**config.mk**
```make
export PLATFORM = sky130hd
export DESIGN_NAME = starforce_core_top
export DESIGN_NICKNAME = d
export VERILOG_FILES = /design/src/starforce_pkg.sv /design/src/starforce_core_top.sv /design/src/video_formatter.sv /design/src/player_input_mux.sv /design/src/coin_pulse.sv /design/src/reset_stretch.sv /design/src/core_settings.sv
export SDC_FILE = /design/constraint.sdc
export NUM_CORES = 1
export LEC_CHECK = 0
export CAP_MARGIN = 20
export CELL_PAD_IN_SITES_DETAIL_PLACEMENT = 1
export CELL_PAD_IN_SITES_GLOBAL_PLACEMENT = 1
export CORE_ASPECT_RATIO = 0.8
export CORE_UTILIZATION = 36
export CTS_CLUSTER_SIZE = 12
export DETAILED_ROUTE_END_ITERATION = 10
export DONT_BUFFER_PORTS = 1
export PLACE_DENSITY_LB_ADDON = 0.1
export SLEW_MARGIN = 10
export SYNTH_ARGS = -nofsm -noshare
export SYNTH_HDL_FRONTEND = slang
export SYNTH_SLANG_ARGS = --single-unit
```
**constraint.sdc**
```tcl
create_clock -name clk_74a -period 6.3 [get_ports clk_74a]
set_input_delay 0.63 -clock clk_74a [delete_from_list [all_inputs] [get_ports clk_74a]]
set_output_delay 0.63 -clock clk_74a [all_outputs]
set_load 0.1 [all_outputs]
```
**src/starforce_pkg.sv**
```systemverilog
// shared types and constants for the Star Force wrapper logic
// bridge map, adapter settings, pad layout and pixel bundles
// imported by every module of the clk_74a datapath

package starforce_pkg;

    //////////////////////////////
    // bridge
    //////////////////////////////

    typedef logic [31:0] bridge_word_t;

    // setting registers, one per address
    localparam bridge_word_t addr_lives      = 32'h2000_0000;
    localparam bridge_word_t addr_difficulty = 32'h3000_0000;
    localparam bridge_word_t addr_bonus      = 32'h4000_0000;
    localparam bridge_word_t addr_demo       = 32'h5000_0000;
    localparam bridge_word_t addr_reset      = 32'h8000_0000;
    localparam bridge_word_t addr_snac       = 32'hF200_0000;

    //////////////////////////////
    // adapter settings
    //////////////////////////////

    // which pad feeds which player
    typedef enum logic [1:0] {
        p1_to_p1     = 2'd0,
        p1_to_p2     = 2'd1,
        both_direct  = 2'd2,
        both_swapped = 2'd3
    } snac_assign_e;

    // field order matches the bridge data bits 4..0
    typedef struct packed {
        logic         blank_screen;
        snac_assign_e assign_mode;
        logic         analog;
        logic         enable;
    } snac_cfg_t;

    typedef struct packed {
        logic [1:0] lives;
        logic [2:0] difficulty;
        logic [2:0] bonus;
        logic       demo_sounds;
    } game_dips_t;

    //////////////////////////////
    // controls
    //////////////////////////////

    typedef logic [15:0] pad_keys_t;

    // bit positions in the key bitmap
    localparam int key_up    = 0;
    localparam int key_down  = 1;
    localparam int key_left  = 2;
    localparam int key_right = 3;
    localparam int key_fire  = 4;
    localparam int key_coin  = 14;
    localparam int key_start = 15;

    // stick x in [7:0], y in [15:8]
    typedef struct packed {
        pad_keys_t   keys;
        logic [31:0] stick;
    } snac_pad_t;

    // unsigned stick, centre near 0x80
    localparam logic [7:0] stick_low  = 8'h40;
    localparam logic [7:0] stick_high = 8'hC0;

    typedef struct packed {
        logic up;
        logic down;
        logic left;
        logic right;
        logic fire;
        logic start;
        logic coin;
    } arcade_ctrl_t;

    //////////////////////////////
    // video
    //////////////////////////////

    typedef struct packed {
        logic [11:0] rgb12;
        logic        hblank;
        logic        vblank;
        logic        hs;
        logic        vs;
    } pixel_in_t;

    typedef struct packed {
        logic [23:0] rgb24;
        logic        de;
        logic        hs;
        logic        vs;
    } pixel_out_t;

endpackage
```
**src/starforce_core_top.sv**
```systemverilog
// clk_74a side of the Star Force core wrapper
// settings block feeding reset, controls and video paths
// pulse lengths set here, shortened by the testbench

`timescale 1ns/1ns

module starforce_core_top
    import starforce_pkg::*;
#(
    parameter int RESET_CYCLES = 32'h200000,
    parameter int COIN_CYCLES  = 32'hFFFFF
) (
    input  logic         clk_74a,
    input  logic         rst_n,
    input  bridge_word_t bridge_addr,
    input  logic         bridge_wr,
    input  bridge_word_t bridge_wr_data,
    output bridge_word_t bridge_rd_data,
    output game_dips_t   dip_word,
    output logic         core_reset,
    input  pad_keys_t    cont1_key,
    input  pad_keys_t    cont2_key,
    input  snac_pad_t    snac_p1,
    input  snac_pad_t    snac_p2,
    output pad_keys_t    p1_controls,
    output pad_keys_t    p2_controls,
    output arcade_ctrl_t arcade_ctrl,
    input  pixel_in_t    pixel_in,
    output pixel_out_t   pixel_out
);

    snac_cfg_t snac_cfg;
    logic      reset_toggle;
    logic      coin_active;

    //////////////////////////////
    // settings and reset
    //////////////////////////////

    core_settings u_settings (
        .clk_74a        (clk_74a),
        .rst_n          (rst_n),
        .bridge_addr    (bridge_addr),
        .bridge_wr      (bridge_wr),
        .bridge_wr_data (bridge_wr_data),
        .bridge_rd_data (bridge_rd_data),
        .dips           (dip_word),
        .snac_cfg       (snac_cfg),
        .reset_toggle   (reset_toggle)
    );

    reset_stretch #(
        .RESET_CYCLES (RESET_CYCLES)
    ) u_reset_stretch (
        .clk_74a      (clk_74a),
        .rst_n        (rst_n),
        .reset_toggle (reset_toggle),
        .core_reset   (core_reset)
    );

    //////////////////////////////
    // controls
    //////////////////////////////

    player_input_mux u_input_mux (
        .clk_74a     (clk_74a),
        .rst_n       (rst_n),
        .snac_cfg    (snac_cfg),
        .cont1_key   (cont1_key),
        .cont2_key   (cont2_key),
        .snac_p1     (snac_p1),
        .snac_p2     (snac_p2),
        .p1_controls (p1_controls),
        .p2_controls (p2_controls)
    );

    // coin from player 1 select
    coin_pulse #(
        .COIN_CYCLES (COIN_CYCLES)
    ) u_coin_pulse (
        .clk_74a     (clk_74a),
        .rst_n       (rst_n),
        .coin        (p1_controls[key_coin]),
        .coin_active (coin_active)
    );

    // arcade word up..coin, player 1 only
    assign arcade_ctrl.up    = p1_controls[key_up];
    assign arcade_ctrl.down  = p1_controls[key_down];
    assign arcade_ctrl.left  = p1_controls[key_left];
    assign arcade_ctrl.right = p1_controls[key_right];
    assign arcade_ctrl.fire  = p1_controls[key_fire];
    assign arcade_ctrl.start = p1_controls[key_start];
    assign arcade_ctrl.coin  = coin_active;

    //////////////////////////////
    // video
    //////////////////////////////

    video_formatter u_video (
        .clk_74a   (clk_74a),
        .rst_n     (rst_n),
        .snac_cfg  (snac_cfg),
        .pixel_in  (pixel_in),
        .pixel_out (pixel_out)
    );

endmodule

```
**src/video_formatter.sv**
```systemverilog
// formats the 12-bit arcade pixel for the scaler
// widens colour, builds de and one-cycle sync pulses
// one register stage from pixel_in to pixel_out

`timescale 1ns/1ns

module video_formatter
    import starforce_pkg::*;
(
    input  logic       clk_74a,
    input  logic       rst_n,
    input  snac_cfg_t  snac_cfg,
    input  pixel_in_t  pixel_in,
    output pixel_out_t pixel_out
);

    logic hs_prev;
    logic vs_prev;
    logic active;
    logic blank_req;

    assign active    = !(pixel_in.hblank || pixel_in.vblank);
    // adapter asks for a dark handheld screen
    assign blank_req = snac_cfg.enable && snac_cfg.blank_screen;

    always_ff @(posedge clk_74a) begin
        if (!rst_n) begin
            pixel_out <= '0;
            hs_prev   <= 1'b0;
            vs_prev   <= 1'b0;
        end else begin
            pixel_out.de    <= active;
            pixel_out.rgb24 <= '0;
            // nibble repeated gives full 8-bit range
            if (active && !blank_req) begin
                pixel_out.rgb24 <= {{2{pixel_in.rgb12[11:8]}},
                                    {2{pixel_in.rgb12[7:4]}},
                                    {2{pixel_in.rgb12[3:0]}}};
            end
            // rising edges only
            pixel_out.hs <= pixel_in.hs && !hs_prev;
            pixel_out.vs <= pixel_in.vs && !vs_prev;
            hs_prev      <= pixel_in.hs;
            vs_prev      <= pixel_in.vs;
        end
    end

endmodule

```
**src/player_input_mux.sv**
```systemverilog
// routes handheld or adapter pads onto players 1 and 2
// analog adapters get their d-pad from the left stick
// outputs registered, one cycle behind the inputs

`timescale 1ns/1ns

module player_input_mux
    import starforce_pkg::*;
(
    input  logic      clk_74a,
    input  logic      rst_n,
    input  snac_cfg_t snac_cfg,
    input  pad_keys_t cont1_key,
    input  pad_keys_t cont2_key,
    input  snac_pad_t snac_p1,
    input  snac_pad_t snac_p2,
    output pad_keys_t p1_controls,
    output pad_keys_t p2_controls
);

    // adapter keys, d-pad replaced by stick when analog
    function automatic pad_keys_t adapter_keys(input snac_pad_t pad, input logic analog);
        pad_keys_t  keys;
        logic [7:0] stick_x;
        logic [7:0] stick_y;
        keys    = pad.keys;
        stick_x = pad.stick[7:0];
        stick_y = pad.stick[15:8];
        if (analog) begin
            // low values are up / left
            keys[key_up]    = stick_y < stick_low;
            keys[key_down]  = stick_y > stick_high;
            keys[key_left]  = stick_x < stick_low;
            keys[key_right] = stick_x > stick_high;
        end
        return keys;
    endfunction

    pad_keys_t snac1_keys;
    pad_keys_t snac2_keys;

    assign snac1_keys = adapter_keys(snac_p1, snac_cfg.analog);
    assign snac2_keys = adapter_keys(snac_p2, snac_cfg.analog);

    //////////////////////////////
    // routing
    //////////////////////////////

    always_ff @(posedge clk_74a) begin
        if (!rst_n) begin
            p1_controls <= '0;
            p2_controls <= '0;
        end else if (!snac_cfg.enable) begin
            // adapter off, handheld pads only
            p1_controls <= cont1_key;
            p2_controls <= cont2_key;
        end else begin
            case (snac_cfg.assign_mode)
                p1_to_p1: begin
                    p1_controls <= snac1_keys;
                    p2_controls <= cont1_key;
                end
                // adapter pad 1 goes through raw here
                p1_to_p2: begin
                    p1_controls <= cont1_key;
                    p2_controls <= snac_p1.keys;
                end
                both_direct: begin
                    p1_controls <= snac1_keys;
                    p2_controls <= snac2_keys;
                end
                both_swapped: begin
                    p1_controls <= snac2_keys;
                    p2_controls <= snac1_keys;
                end
            endcase
        end
    end

endmodule

```
**src/coin_pulse.sv**
```systemverilog
// turns a coin button release into a long coin pulse
// the arcade core samples coin slowly, so a short press needs stretching

`timescale 1ns/1ns

module coin_pulse
    import starforce_pkg::*;
#(
    parameter int COIN_CYCLES = 32'hFFFFF
) (
    input  logic clk_74a,
    input  logic rst_n,
    input  logic coin,
    output logic coin_active
);

    localparam int CNT_W = $clog2(COIN_CYCLES + 1);

    logic             coin_prev;
    logic [CNT_W-1:0] count;

    always_ff @(posedge clk_74a) begin
        if (!rst_n) begin
            coin_prev   <= 1'b0;
            coin_active <= 1'b0;
            count       <= '0;
        end else begin
            coin_prev <= coin;
            if (coin_active) begin
                // edges here are swallowed
                if (count == '0) begin
                    coin_active <= 1'b0;
                end else begin
                    count <= count - 1'b1;
                end
            end else if (coin_prev && !coin) begin
                coin_active <= 1'b1;
                count       <= CNT_W'(COIN_CYCLES - 1);
            end
        end
    end

endmodule

```
**src/reset_stretch.sv**
```systemverilog
// stretches a flip of the reset toggle into a long core reset
// toggles arriving while the reset runs are dropped

`timescale 1ns/1ns

module reset_stretch
    import starforce_pkg::*;
#(
    parameter int RESET_CYCLES = 32'h200000
) (
    input  logic clk_74a,
    input  logic rst_n,
    input  logic reset_toggle,
    output logic core_reset
);

    localparam int CNT_W = $clog2(RESET_CYCLES + 1);

    logic             last_toggle;
    logic [CNT_W-1:0] count;

    always_ff @(posedge clk_74a) begin
        if (!rst_n) begin
            last_toggle <= 1'b0;
            core_reset  <= 1'b0;
            count       <= '0;
        end else begin
            // track level always so a mid-pulse flip is lost
            last_toggle <= reset_toggle;
            if (core_reset) begin
                if (count == '0) begin
                    core_reset <= 1'b0;
                end else begin
                    count <= count - 1'b1;
                end
            end else if (reset_toggle != last_toggle) begin
                core_reset <= 1'b1;
                count      <= CNT_W'(RESET_CYCLES - 1);
            end
        end
    end

endmodule

```
**src/core_settings.sv**
```systemverilog
// settings register file written by the host bridge
// holds the game dips, the reset toggle and the adapter word
// only the adapter word is readable

`timescale 1ns/1ns

module core_settings
    import starforce_pkg::*;
(
    input  logic         clk_74a,
    input  logic         rst_n,
    input  bridge_word_t bridge_addr,
    input  logic         bridge_wr,
    input  bridge_word_t bridge_wr_data,
    output bridge_word_t bridge_rd_data,
    output game_dips_t   dips,
    output snac_cfg_t    snac_cfg,
    output logic         reset_toggle
);

    //////////////////////////////
    // write decode
    //////////////////////////////

    // one strobe, one register, visible next cycle
    always_ff @(posedge clk_74a) begin
        if (!rst_n) begin
            dips         <= '0;
            snac_cfg     <= '0;
            reset_toggle <= 1'b0;
        end else if (bridge_wr) begin
            case (bridge_addr)
                addr_lives: begin
                    dips.lives <= bridge_wr_data[1:0];
                end
                addr_difficulty: begin
                    dips.difficulty <= bridge_wr_data[2:0];
                end
                addr_bonus: begin
                    dips.bonus <= bridge_wr_data[2:0];
                end
                addr_demo: begin
                    dips.demo_sounds <= bridge_wr_data[0];
                end
                // data ignored, any write flips it
                addr_reset: begin
                    reset_toggle <= ~reset_toggle;
                end
                // enable, analog, assign, blank in bits 4..0
                addr_snac: begin
                    snac_cfg <= snac_cfg_t'(bridge_wr_data[$bits(snac_cfg_t)-1:0]);
                end
                default: begin
                end
            endcase
        end
    end

    //////////////////////////////
    // readback
    //////////////////////////////

    // combinational from address, zero elsewhere
    always_comb begin
        bridge_rd_data = '0;
        if (bridge_addr == addr_snac) begin
            bridge_rd_data[$bits(snac_cfg_t)-1:0] = snac_cfg;
        end
    end

endmodule

```
---- Yosys cells after proc, flatten, opt, wreduce, memory -nomap -nowiden ----
Cells that the tools add are included.
storage, ports and cells
  register bits ........................... 122
  input port bits ......................... 211
  output and inout bits ................... 108
  logic and storage cells ................. 91
cells by class
  add/sub/neg operators ................... 2
  $lt $le $gt $ge ......................... 8
  eq/ne operators ......................... 12
  muxes and demuxes ....................... 19
  bitwise gates (word level) .............. 1
  reductions and logical operators ........ 26
operator list
  operator                 count
  $mux W22                 3
  $eq A32 B30 Y1 const B   2
  $eq A32 B31 Y1 const B   2
  $eq A32 B32 Y1 const B   2
  $pmux W16 S4             1
  $mux W20                 3
  $pmux W16 S3             1
  $gt A8 B8 Y1 const B     4
  $lt A8 B7 Y1 const B     4
  $mux W16                 2
  $logic_not A22 Y1        1
  $sub A22 B1 Y22 const B  1
  $logic_not A20 Y1        1
  $sub A20 B1 Y20 const B  1
  $reduce_and A2 Y1        9
  $mux W4                  2
  $mux W1                  6
  $logic_and A1 B1 Y1      5
  $logic_not A1 Y1         5
  $mux W5                  1
  $eq A2 B2 Y1 const B     2
  $ne A2 B2 Y1 const B     2
  $reduce_bool A2 Y1       2
  $eq A2 B1 Y1 const B     1
  5 further kinds          5

---- Depth between registers and ports, before layout ----
Gate-level depths: netlist (run 1).
  depth in word-level cells ............... 4
  mapped depth ............................ 8
  depth with buffers taken out ............ 7

---- By module ----
Synthesis (run 1) repeated with hierarchy kept, for this count alone.
unflattened totals
  cells, all modules ...................... 691
  area total of the unflattened synthesis .. 5985.7 µm²
by module, submodules not included
  module              times used  cells each  area each (µm²)  sequential area each (µm²)
  player_input_mux    1           230         1849.3           640.6
  reset_stretch       1           158         1342.5           480.5
  coin_pulse          1           134         1211.2           440.4
  core_settings       1           113         955.9            300.3
  video_formatter     1           49          574.3            340.3
  starforce_core_top  1           7           52.6             0.0

---- Least setup slack after synthesis (run 1) ----
Ideal clock, no wire load.
  path type ............................... input to output
  start point ............................. input bridge_addr[18]
  end point ............................... output bridge_rd_data[1]
  data arrival time ....................... 4.005 ns
  data required time ...................... 5.670 ns
  path slack .............................. 1.665 ns
  stages .................................. 3
  path buffers ............................ 0
  path through ............................ nor4_1 -> nand2_1 -> nor4_1
on the way
  longest elaborated chain between the ends .. 2
RTL lines
  element         RTL line                  RTL
  from (decl)     starforce_core_top.sv:15  input bridge_word_t bridge_addr,
  $eq A32 B32 Y1  core_settings.sv:66       if (bridge_addr == addr_snac) begin
  $mux W5         core_settings.sv:66
  to (decl)       starforce_core_top.sv:18  output bridge_word_t bridge_rd_data,
Every way passes these cells.

---- Worst setup path after layout (run 1) ----
  start point ............................. input bridge_addr[2]
  end point ............................... output bridge_rd_data[4]
Same word-level chain as after synthesis.

==> flow_metrics.py, run 1 <==
metrics = {
    "grt": {
        "use_met2_pct": 39.1,
        "grt_max_degree": 60,
        "grt_util_all_layers_pct": 21.3,
        "grt_first_pass_wirelength_mm": 26.6,
        "antenna_found_initial": 0,
        "top_usage_layer": "met2",
        "grt_pass1_vias": 5077,
        "met1_usage_pct": 23.4,
        "use_met3_pct": 5.73,
        "grt-ovfl-total": 0,
    },
    "sta": {
        "clock_skew_ns": 0.0124,
        "period_needed_ns": 3.47,
        "slew_headroom_pct": 27.9,
        "finalCritPeriodShare_pct": 55.0,
        "max_clock_freq_ghz": 0.288,
        "slew_viol_final": 0,
        "setup_viol": 0,
        "rsz0062_at_grt": "false",
        "fin_tns_setup_ns": 0,
        "hold_viol": 0,
        "tightest_slew_ns": 1.08,
    },
    "critical_path": {
        "slowest_stage": "and2_1",
        "reg2reg_depth": 5,
        "crit_buf_inv": 0,
        "reg2reg_to": "u_reset_stretch.count[21]",
        "startpoint": "bridge_addr[2]",
        "worstSetupPathDepth": 4,
        "rrSetupSlack_ns": 3.64,
        "cp-endpoint": "bridge_rd_data[4]",
        "timing.rr.start": "u_reset_stretch.count[10]",
        "crit_chain": "nor4_1 > nand2_1 > nor3_1 > and2_1",
        "worstSetupStartpointType": "primary input",
        "cp-end-kind": "output port",
        "cp_top_family": "simple AND/OR/NAND/NOR gates",
        "crit_arrival_ns": 2.84,
        "max_stage_delay_ns": 0.90,
        "critPathKind": "primary input to output port",
        "path_max_fanout": 8,
        "crit_required_ns": 5.67,
    },
    "synthesis": {
        "synthFlopType": "dfxtp_1",
        "synthCells": 673,
        "syn_area_um2": 5680,
        "ys_async_sr_fraction_pct": 0,
        "yosysSeqAreaShare_pct": 38.7,
        "synth.distinct_cells": 59,
        "syn_area_per_cell_um2": 8.44,
        "yosysWarnings": 0,
        "ys_seq_elements": 110,
        "synth_edf_count": 0,
    },
    "route": {
        "dr.pass1.iters": 4,
        "vias_per_cell": 5.78,
        "ant_nets": 0,
        "wire_per_inst_um": 20.3,
        "wl_mm": 17.2,
        "drt-initial-drc-count": 200,
        "vias": 4880,
        "drc": 0,
    },
    "layout": {
        "final_area_um2": 5960,
        "antenna_cells": 0,
        "num-nets-final": 844,
        "syn_to_final_growth_pct": 4.87,
        "layout-drive-gt1-share_pct": 8.98,
    },
    "run": {
        "drv_cap": 0,
    },
    "clock_tree": {
        "clockBufferDepth": 2,
        "cts_sinks": 110,
        "cts_buffers": 9,
        "htreeDepth": 3,
        "ctsResizeCount": 0,
        "postCtsSetupBuffers": 0,
        "cts_hold_repair.buffers": 0,
        "clk_pin_slew_ns": 0.07,
        "clk-insertion-delay-late_ns": 0.36,
        "cts-root-buf": "clkbuf_16",
        "cts_tree": "yes",
    },
    "die": {
        "dieArea_um2": 16300,
        "die_h_um": 114,
        "io_pins": 319,
        "core_area_um2": 15200,
        "row_count": 40,
        "start_util_pct": 37.4,
        "die_w_um": 142,
    },
    "min_path": {
        "hp-class": "primary input to flop",
        "hold_start": "pixel_in[3]",
    },
    "power_and_ir_drop": {
        "powerDensity_nw_per_um2": 284,
        "ir_drop_v": 0.000152,
        "leakage_nw": 2.05,
    },
    "place": {
        "routabilityCongestion": 0.806,
        "io_buffers": 0,
        "hpwlAfterDp_mm": 12.6,
        "placed_area_um2": 5640,
    },
    "status": {
        "status": "completed",
    },
}
==> sequential cells by signal, summed over array words and instances (netlist names) <==
signal,count
u_coin_pulse.count,20
u_video.pixel_out,15
u_video.vs_prev,1
u_reset_stretch.core_reset,1
u_coin_pulse.coin_active,1
u_settings.snac_cfg,5
u_coin_pulse.coin_prev,1
u_input_mux.p2_controls,16
u_reset_stretch.count,22
u_settings.reset_toggle,1
u_input_mux.p1_controls,16
u_reset_stretch.last_toggle,1
u_settings.dips,9
u_video.hs_prev,1
==> worst min path at each step <==
stage                           end  slack, ns  cells after the start
2_1_floorplan  u_video.pixel_out[0]       0.37                      1
3_3_place_gp   u_video.pixel_out[0]       0.37                      1
3_5_place_dp   u_video.pixel_out[1]       0.37                      1
4_1_cts        u_video.pixel_out[2]       0.37                      1
5_1_grt        u_video.pixel_out[2]       0.37                      1
6_report       u_video.pixel_out[2]       0.38                      1
==> per-layer routing <==
| metal | share of wire [%] | vias up |
|---|---|---|
| li1 | - | 2318 |
| met1 | 41 | 2345 |
| met2 | 50 | 192 |
| met3 | 6.4 | 25 |
| met4 | 2.4 | 0 |
| met5 | 0 | - |
==> placed cells by master, fill, tap and decap left out, types with 8 or more instances in the layout <==
cell type	instances
dfxtp_1	90
a21oi_1	54
nor2_1	52
nand2_1	42
mux2i_1	39
o21ai_0	37
conb_1	27
and2_1	22
nor4_1	22
dfxtp_2	20
nor3_1	19
o22ai_1	12
o221ai_1	12
or3_1	11
nand4_1	11
xor2_1	11
nand3_1	10
inv_1	10
clkbuf_16	9
a31oi_1	8
==> Yosys cell counts, types with 5 or more instances <==
| cell type | n | area, um^2 |
|---|---|---|
| nand2_1 | 42 | 158 |
| nor3_1 | 19 | 95.1 |
| o211ai_1 | 5 | 37.5 |
| dfxtp_1 | 110 | 2200 |
| nand3b_1 | 5 | 37.5 |
| nand3_1 | 10 | 50.1 |
| o221ai_1 | 12 | 105 |
| buf_4 | 47 | 353 |
| nor2_1 | 52 | 195 |
| a311oi_1 | 7 | 61.3 |
| mux2i_1 | 39 | 390 |
| o21ai_0 | 37 | 185 |
| o31ai_1 | 7 | 52.6 |
| or3_1 | 11 | 68.8 |
| a211oi_1 | 5 | 37.5 |
| nor4_1 | 23 | 144 |
| o22ai_1 | 12 | 75.1 |
| clkbuf_1 | 36 | 135 |
| inv_1 | 10 | 37.5 |
| nor3b_1 | 7 | 52.6 |
| a31oi_1 | 8 | 50.1 |
| a21oi_1 | 54 | 270 |
| or4_1 | 7 | 52.6 |
| xor2_1 | 11 | 96.3 |
| and2_1 | 22 | 138 |
| nand4_1 | 11 | 68.8 |
==> report_power, final <==
group	internal, W	total, W	switching (W)
clock	0.000355	0.000626	0.000271
combinational	0.0000453	0.000193	0.000147
sequential	0.000721	0.000872	0.000151
==> stage by stage <==
| stage | hold WS (ns) | cells | total power (W) | worst slack, ns | util [%] |
|---|---|---|---|---|---|
| finish | 0.379 | 845 | 0.00169 | 2.83 | 39.2 |
| global route | 0.370 | 845 | 0.00175 | 2.67 | 39.2 |
| CTS | 0.366 | 845 | 0.00171 | 2.75 | 39.2 |
| detailed placement | 0.374 | 829 | 0.00108 | 2.75 | 37.1 |
| global placement | 0.371 | 829 | 0.00107 | 2.83 | 37.1 |
| floorplan | 0.367 | 699 | 0.00108 | 1.66 | - |
==> cell families (layout without fill, tap and decap cells) <==
kind of cell / count (synthesis) / after routing / share of synthesized area, %
buf+inv: 100 / 36 / 9.89
compound gates: 178 / 178 / 20.5
other cells: 1 / 27 / 0.0660
xor+xnor: 12 / 12 / 1.85
fa+ha+maj: 3 / 3 / 0.661
flops: 110 / 110 / 38.7
simple gates: 230 / 230 / 21.4
mux: 39 / 39 / 6.87
==> area by class of cell <==
cell class,instances,area [um^2]
sequential,110,2230
timing repair buffer,8,80.1
inverter,12,45.0
multi-input combinational,489,3020
clock buffer,11,233
clock inverter,5,88.8
fill,1844,9260
tap,210,263
Note: power is estimated with default switching activity, not from simulation.
==> inputs of run 2 (changes only) <==
- clock period: 6.3 -> 3.1 ns (I/O delays scaled with it)
==> run 2 against run 1 <==
Worst hold slack worse by 0.31 ns. Highest routed layer unchanged. Register-to-register slack lost 2.8 ns. Via count is 1.3% higher. Largest cell class unchanged.
==> flow_metrics.py, run 2 (synthesis results as in run 1) <==
metrics = {
    "layout": {
        "n_fill_cell": 1846,
        "reg.largest.list": "u_reset_stretch.count: 22 flops, u_coin_pulse.count: 20 flops",
        "syn_to_final_growth_pct": 5.31,
        "final_cell_mix": "dfxtp_1 (90), a21oi_1 (54), nor2_1 (52)",
        "num-nets-final": 855,
        "seq_area_um2": 2230,
        "top_register": "u_reset_stretch.count",
        "largest_register_ffs": 22,
        "layout-drive-gt1-share_pct": 10.5,
        "multi_input_area_um2": 3030,
        "final_cells": 856,
        "mostFrequentLayoutCell": "dfxtp_1",
    },
    "route": {
        "dr.pass1.iters": 4,
        "wire_per_inst_um": 20.7,
        "vias_per_cell": 5.78,
        "wl_mm": 17.7,
        "vias": 4945,
        "ant_nets": 0,
        "drc": 0,
        "drt-initial-drc-count": 302,
    },
    "die": {
        "die_w_um": 142,
        "die_h_um": 114,
        "start_util_pct": 37.4,
        "dieArea_um2": 16300,
        "io_pins": 319,
        "core_area_um2": 15200,
        "row_count": 40,
    },
    "clock_tree": {
        "ctsResizeCount": 0,
        "cts-root-buf": "clkbuf_16",
        "htreeDepth": 3,
        "clockBufferDepth": 2,
        "clk_pin_slew_ns": 0.08,
        "cts_buffers": 9,
        "clk-insertion-delay-late_ns": 0.36,
        "postCtsSetupBuffers": 0,
        "cts_sinks": 110,
        "cts_tree": "yes",
        "cts_hold_repair.buffers": 0,
    },
    "place": {
        "routabilityCongestion": 0.831,
        "dp_cells": 840,
        "hpwlAfterDp_mm": 13.1,
        "dp_slack_ns": 0.809,
        "io_buffers": 0,
    },
    "min_path": {
        "min_to": "u_video.pixel_out[23]",
        "hold_depth": 1,
        "hp-class": "primary input to flop",
        "hold_start": "pixel_in[12]",
    },
    "grt": {
        "grt_first_pass_wirelength_mm": 27.6,
        "grt_pass1_vias": 5136,
        "grt_max_degree": 60,
        "grt_util_all_layers_pct": 22.1,
        "grt-ovfl-total": 0,
        "antenna_found_initial": 2,
    },
    "sta": {
        "fin_tns_setup_ns": 0,
        "rsz0062_at_grt": "false",
        "slew_headroom_pct": 29.5,
        "hold_slack_ns": 0.0656,
        "max_clock_freq_ghz": 0.434,
        "finalCritPeriodShare_pct": 74.3,
        "worst_slack_ns": 0.797,
        "tightest_slew_ns": 1.06,
        "clock_skew_ns": 0.00979,
        "slew_viol_final": 0,
        "setup_viol": 0,
        "period_needed_ns": 2.30,
        "hold_viol": 0,
    },
    "status": {
        "status": "completed",
    },
    "critical_path": {
        "crit_arrival_ns": 2.56,
        "startpoint": "u_coin_pulse.count[5]",
        "rrSetupSlack_ns": 0.80,
        "critPathKind": "flop to flop",
        "reg2reg_to": "u_coin_pulse.count[10]",
        "reg2reg_depth": 5,
        "path_max_fanout": 8,
        "worstSetupStartpointType": "flop",
        "timing.rr.start": "u_coin_pulse.count[5]",
        "crit_required_ns": 3.36,
        "cp-end-kind": "flop",
    },
    "power_and_ir_drop": {
        "leakage_nw": 2.08,
        "ir_drop_v": 0.000301,
        "powerDensity_nw_per_um2": 548,
    },
    "run": {
        "drv_cap": 0,
    },
}
## run 2: where the power goes
group | switching, W | internal (W)
registers | 0.000304 | 0.00147
clock network | 0.000555 | 0.000552
logic | 0.000306 | 0.0000984
## run 2: how the worst max path moves through the flow
stage,to,slack [ns],cells after the start
after floorplan,bridge_rd_data[1],0.28,3
after global placement,u_reset_stretch.count[14],0.86,7
after detailed placement,u_reset_stretch.count[14],0.81,7
after CTS,u_reset_stretch.count[14],0.79,7
after global routing,u_reset_stretch.count[14],0.60,7
final,u_coin_pulse.count[10],0.80,5
## run 2: metrics by stage
| step | total power (W) | area (um^2) | util, % |
|---|---|---|---|
| floorplan | 0.00219 | 5790 | - |
| global placement | 0.00219 | 5710 | 37.5 |
| detailed placement | 0.00221 | 5710 | 37.5 |
| CTS | 0.00332 | 5980 | 39.3 |
| global route | 0.00341 | 5980 | 39.3 |
| finish | 0.00328 | 5980 | 39.3 |
## run 2: cell type report
type / count / area share (%)
multi-input cells: 489 / 50.7
flip-flops and latches: 110 / 37.2
well taps: 210 / 4.39
clock buffers: 10 / 3.83
repair buffers: 19 / 2.38
inverters: 12 / 0.753
clock inverters: 5 / 0.732
diodes: 1 / 0.0418
## run 2: per-layer routing
metal	wire length, um	track usage [%]	vias up
met2	8530	38.0	184
li1	-	-	2336
met3	1230	6.52	28
met4	406	8.32	0
met1	7560	26.1	2397
met5	0	0	-
## run 2: worst max-delay path, cell delays in order (launching register included)
cell,delay [ns]
dfxtp_1,0.35
or4_1,0.70
or2_1,0.42
o2111ai_4,0.38
nor4_2,0.07
o31a_1,0.27
==> inputs of run 3 (changes only) <==
- ABC_AREA: default -> 1
- clock period: 3.1 -> 2 ns (I/O delays scaled with it)
==> run 3 against run 2 <==
Sequential power up 33%. Worst hold slack worse by 0.051 ns. Fmax up 29%. Register-to-register slack got worse by 0.58 ns. Global-route usage rose by 2.5 points. Critical path type unchanged.
==> flow_metrics.py, run 3 <==
metrics = {
    "grt": {
        "use_met2_pct": 41.7,
        "grt_max_degree": 60,
        "grt_pass1_vias": 6573,
        "grt_first_pass_wirelength_mm": 34.8,
        "antenna_found_initial": 2,
        "met1_usage_pct": 31.3,
        "top_usage_layer": "met2",
        "use_met3_pct": 6.08,
        "grt_util_all_layers_pct": 24.7,
        "grt-ovfl-total": 0,
    },
    "sta": {
        "slew_headroom_pct": 50.5,
        "clock_skew_ns": 0.00944,
        "slew_viol_final": 0,
        "rsz0062_at_grt": "false",
        "tightest_slew_ns": 0.743,
        "finalCritPeriodShare_pct": 89.2,
        "period_needed_ns": 1.78,
        "hold_slack_ns": 0.0147,
        "max_clock_freq_ghz": 0.561,
        "setup_viol": 0,
        "hold_viol": 0,
    },
    "critical_path": {
        "crit_arrival_ns": 2.05,
        "max_stage_delay_ns": 0.34,
        "cp-end-kind": "flop",
        "crit_buf_inv": 3,
        "cp_top_family": "simple AND/OR/NAND/NOR gates",
        "path_max_fanout": 23,
        "rrSetupSlack_ns": 0.22,
        "crit_required_ns": 2.27,
        "worstSetupStartpointType": "flop",
        "slowest_stage": "dfxtp_1",
        "crit_chain": "inv_1 > ha_1 > nand2_1 > nor2_1 > nand3_1 > nand2_1 > inv_2 > nand2_1 > inv_1 > nand2_1 > o31ai_1",
        "critPathKind": "flop to flop",
        "cp_common_cell": "nand2_1",
    },
    "clock_tree": {
        "postCtsSetupBuffers": 0,
        "clockBufferDepth": 2,
        "cts_hold_repair.buffers": 48,
        "cts_tree": "yes",
        "cts-root-buf": "clkbuf_16",
        "clk_pin_slew_ns": 0.08,
        "cts_buffers": 9,
        "cts_sinks": 110,
        "htreeDepth": 3,
        "clk-insertion-delay-late_ns": 0.37,
        "ctsResizeCount": 0,
    },
    "route": {
        "ant_nets": 0,
        "vias_per_cell": 5.05,
        "drt-initial-drc-count": 323,
        "wire_per_inst_um": 17.0,
        "drc": 0,
        "wl_mm": 22.1,
        "vias": 6553,
        "dr.pass1.iters": 4,
    },
    "layout": {
        "mostFrequentLayoutCell": "nand2_1",
        "syn_to_final_growth_pct": 24.1,
        "top_register": "u_reset_stretch.count",
        "num-nets-final": 1285,
        "layout-drive-gt1-share_pct": 14.4,
        "final_cell_mix": "nand2_1 (241), nor2_1 (147), inv_1 (99)",
        "largest_register_ffs": 22,
        "final_cells": 1297,
        "final_area_um2": 7820,
        "reg.largest.list": "u_reset_stretch.count: 22 flops, u_coin_pulse.count: 20 flops",
    },
    "die": {
        "dieArea_um2": 18000,
        "start_util_pct": 37.4,
        "die_h_um": 120,
        "core_area_um2": 16800,
        "die_w_um": 150,
        "io_pins": 319,
        "row_count": 42,
    },
    "power_and_ir_drop": {
        "p_total_w": 0.00595,
        "ir_drop_v": 0.000417,
        "leakage_nw": 3.58,
        "powerDensity_nw_per_um2": 762,
    },
    "synthesis": {
        "ys_seq_elements": 110,
        "syn_area_per_cell_um2": 6.41,
        "synth_area_leader_cell": "dfxtp_1",
        "synth_edf_count": 0,
        "synthFlopType": "dfxtp_1",
        "synthCells": 982,
        "yosys-top-cells-count": "nand2_1 (241), nor2_1 (152), dfxtp_1 (110), inv_1 (99), a21oi_1 (80)",
        "synth_top_area_share_pct": 35.0,
        "synth.area.top_cells": "dfxtp_1 (35%), nand2_1 (14%), nor2_1 (9.1%), a21oi_1 (6.4%), inv_1 (5.9%)",
        "syn_area_um2": 6300,
        "yosysSeqAreaShare_pct": 35.0,
        "synth.distinct_cells": 36,
        "yosysMostFrequentCell": "nand2_1",
        "yosysWarnings": 0,
        "ys_async_sr_fraction_pct": 0,
    },
    "place": {
        "io_buffers": 0,
        "placed_area_um2": 6970,
        "dp_cells": 1231,
        "routabilityCongestion": 0.830,
        "hpwlAfterDp_mm": 15.7,
    },
    "min_path": {
        "hp-class": "primary input to flop",
    },
    "run": {
        "drv_cap": 0,
    },
    "status": {
        "status": "completed",
    },
}
-- run 3: report_power, final --
part	switching, W	leakage, nW	internal, W
clock network	0.000923	0.166	0.00116
logic	0.00115	2.51	0.000380
registers	0.0000690	0.908	0.00228
total	0.00214	3.58	0.00382
-- run 3: cells by family (layout without fill, tap and decap cells) --
group,Yosys count,after routing,synth area share [%]
adders and majority gates,3,3,0.596
and+or+nand+nor,520,520,34.8
AOI/OAI and AO/OA,157,157,14.2
DFF,110,110,35.0
xor gates and xnor gates,5,5,0.695
buffers and inverters,186,254,14.7
other,1,28,0.0595
-- run 3: worst paths after layout --
| check | endpoint | from | cells after the start |
|---|---|---|---|
| worst min register to register | u_video.pixel_out[0] | u_video.vs_prev | 1 |
| worst min-delay path | u_settings.dips[8] | bridge_wr_data[1] | 2 |
| worst max-delay path | u_reset_stretch.count[1] | u_reset_stretch.count[1] | 11 |
| worst max register to register | u_reset_stretch.count[1] | u_reset_stretch.count[1] | 11 |
-- run 3: stage by stage --
step | worst slack (ns) | setup TNS, ns | utilization, %
after global placement | 0.285 | 0 | 41.5
after detailed placement | 0.224 | 0 | 41.5
final | 0.216 | 0 | 46.5
after CTS | 0.192 | 0 | 46.4
after global routing | 0.0130 | 0 | 46.5
after floorplan | -0.289 | -1.44 | -
-- run 3: area by class of cell --
type                            count  area, um^2
Fill cell                        2219        9000
Multi-Input combinational cell    712        3280
Sequential cell                   110        2230
Timing Repair Buffer              137        1310
Inverter                          101         379
Tap cell                          220         275
Clock buffer                       10         239
Clock inverter                      6         103
Antenna cell                        1        2.50
-- run 3: per-layer routing --
metal,wire length (um),vias up
li1,-,3267
met1,9970,3095
met2,10600,166
met3,1190,25
met4,369,0
met5,0,-
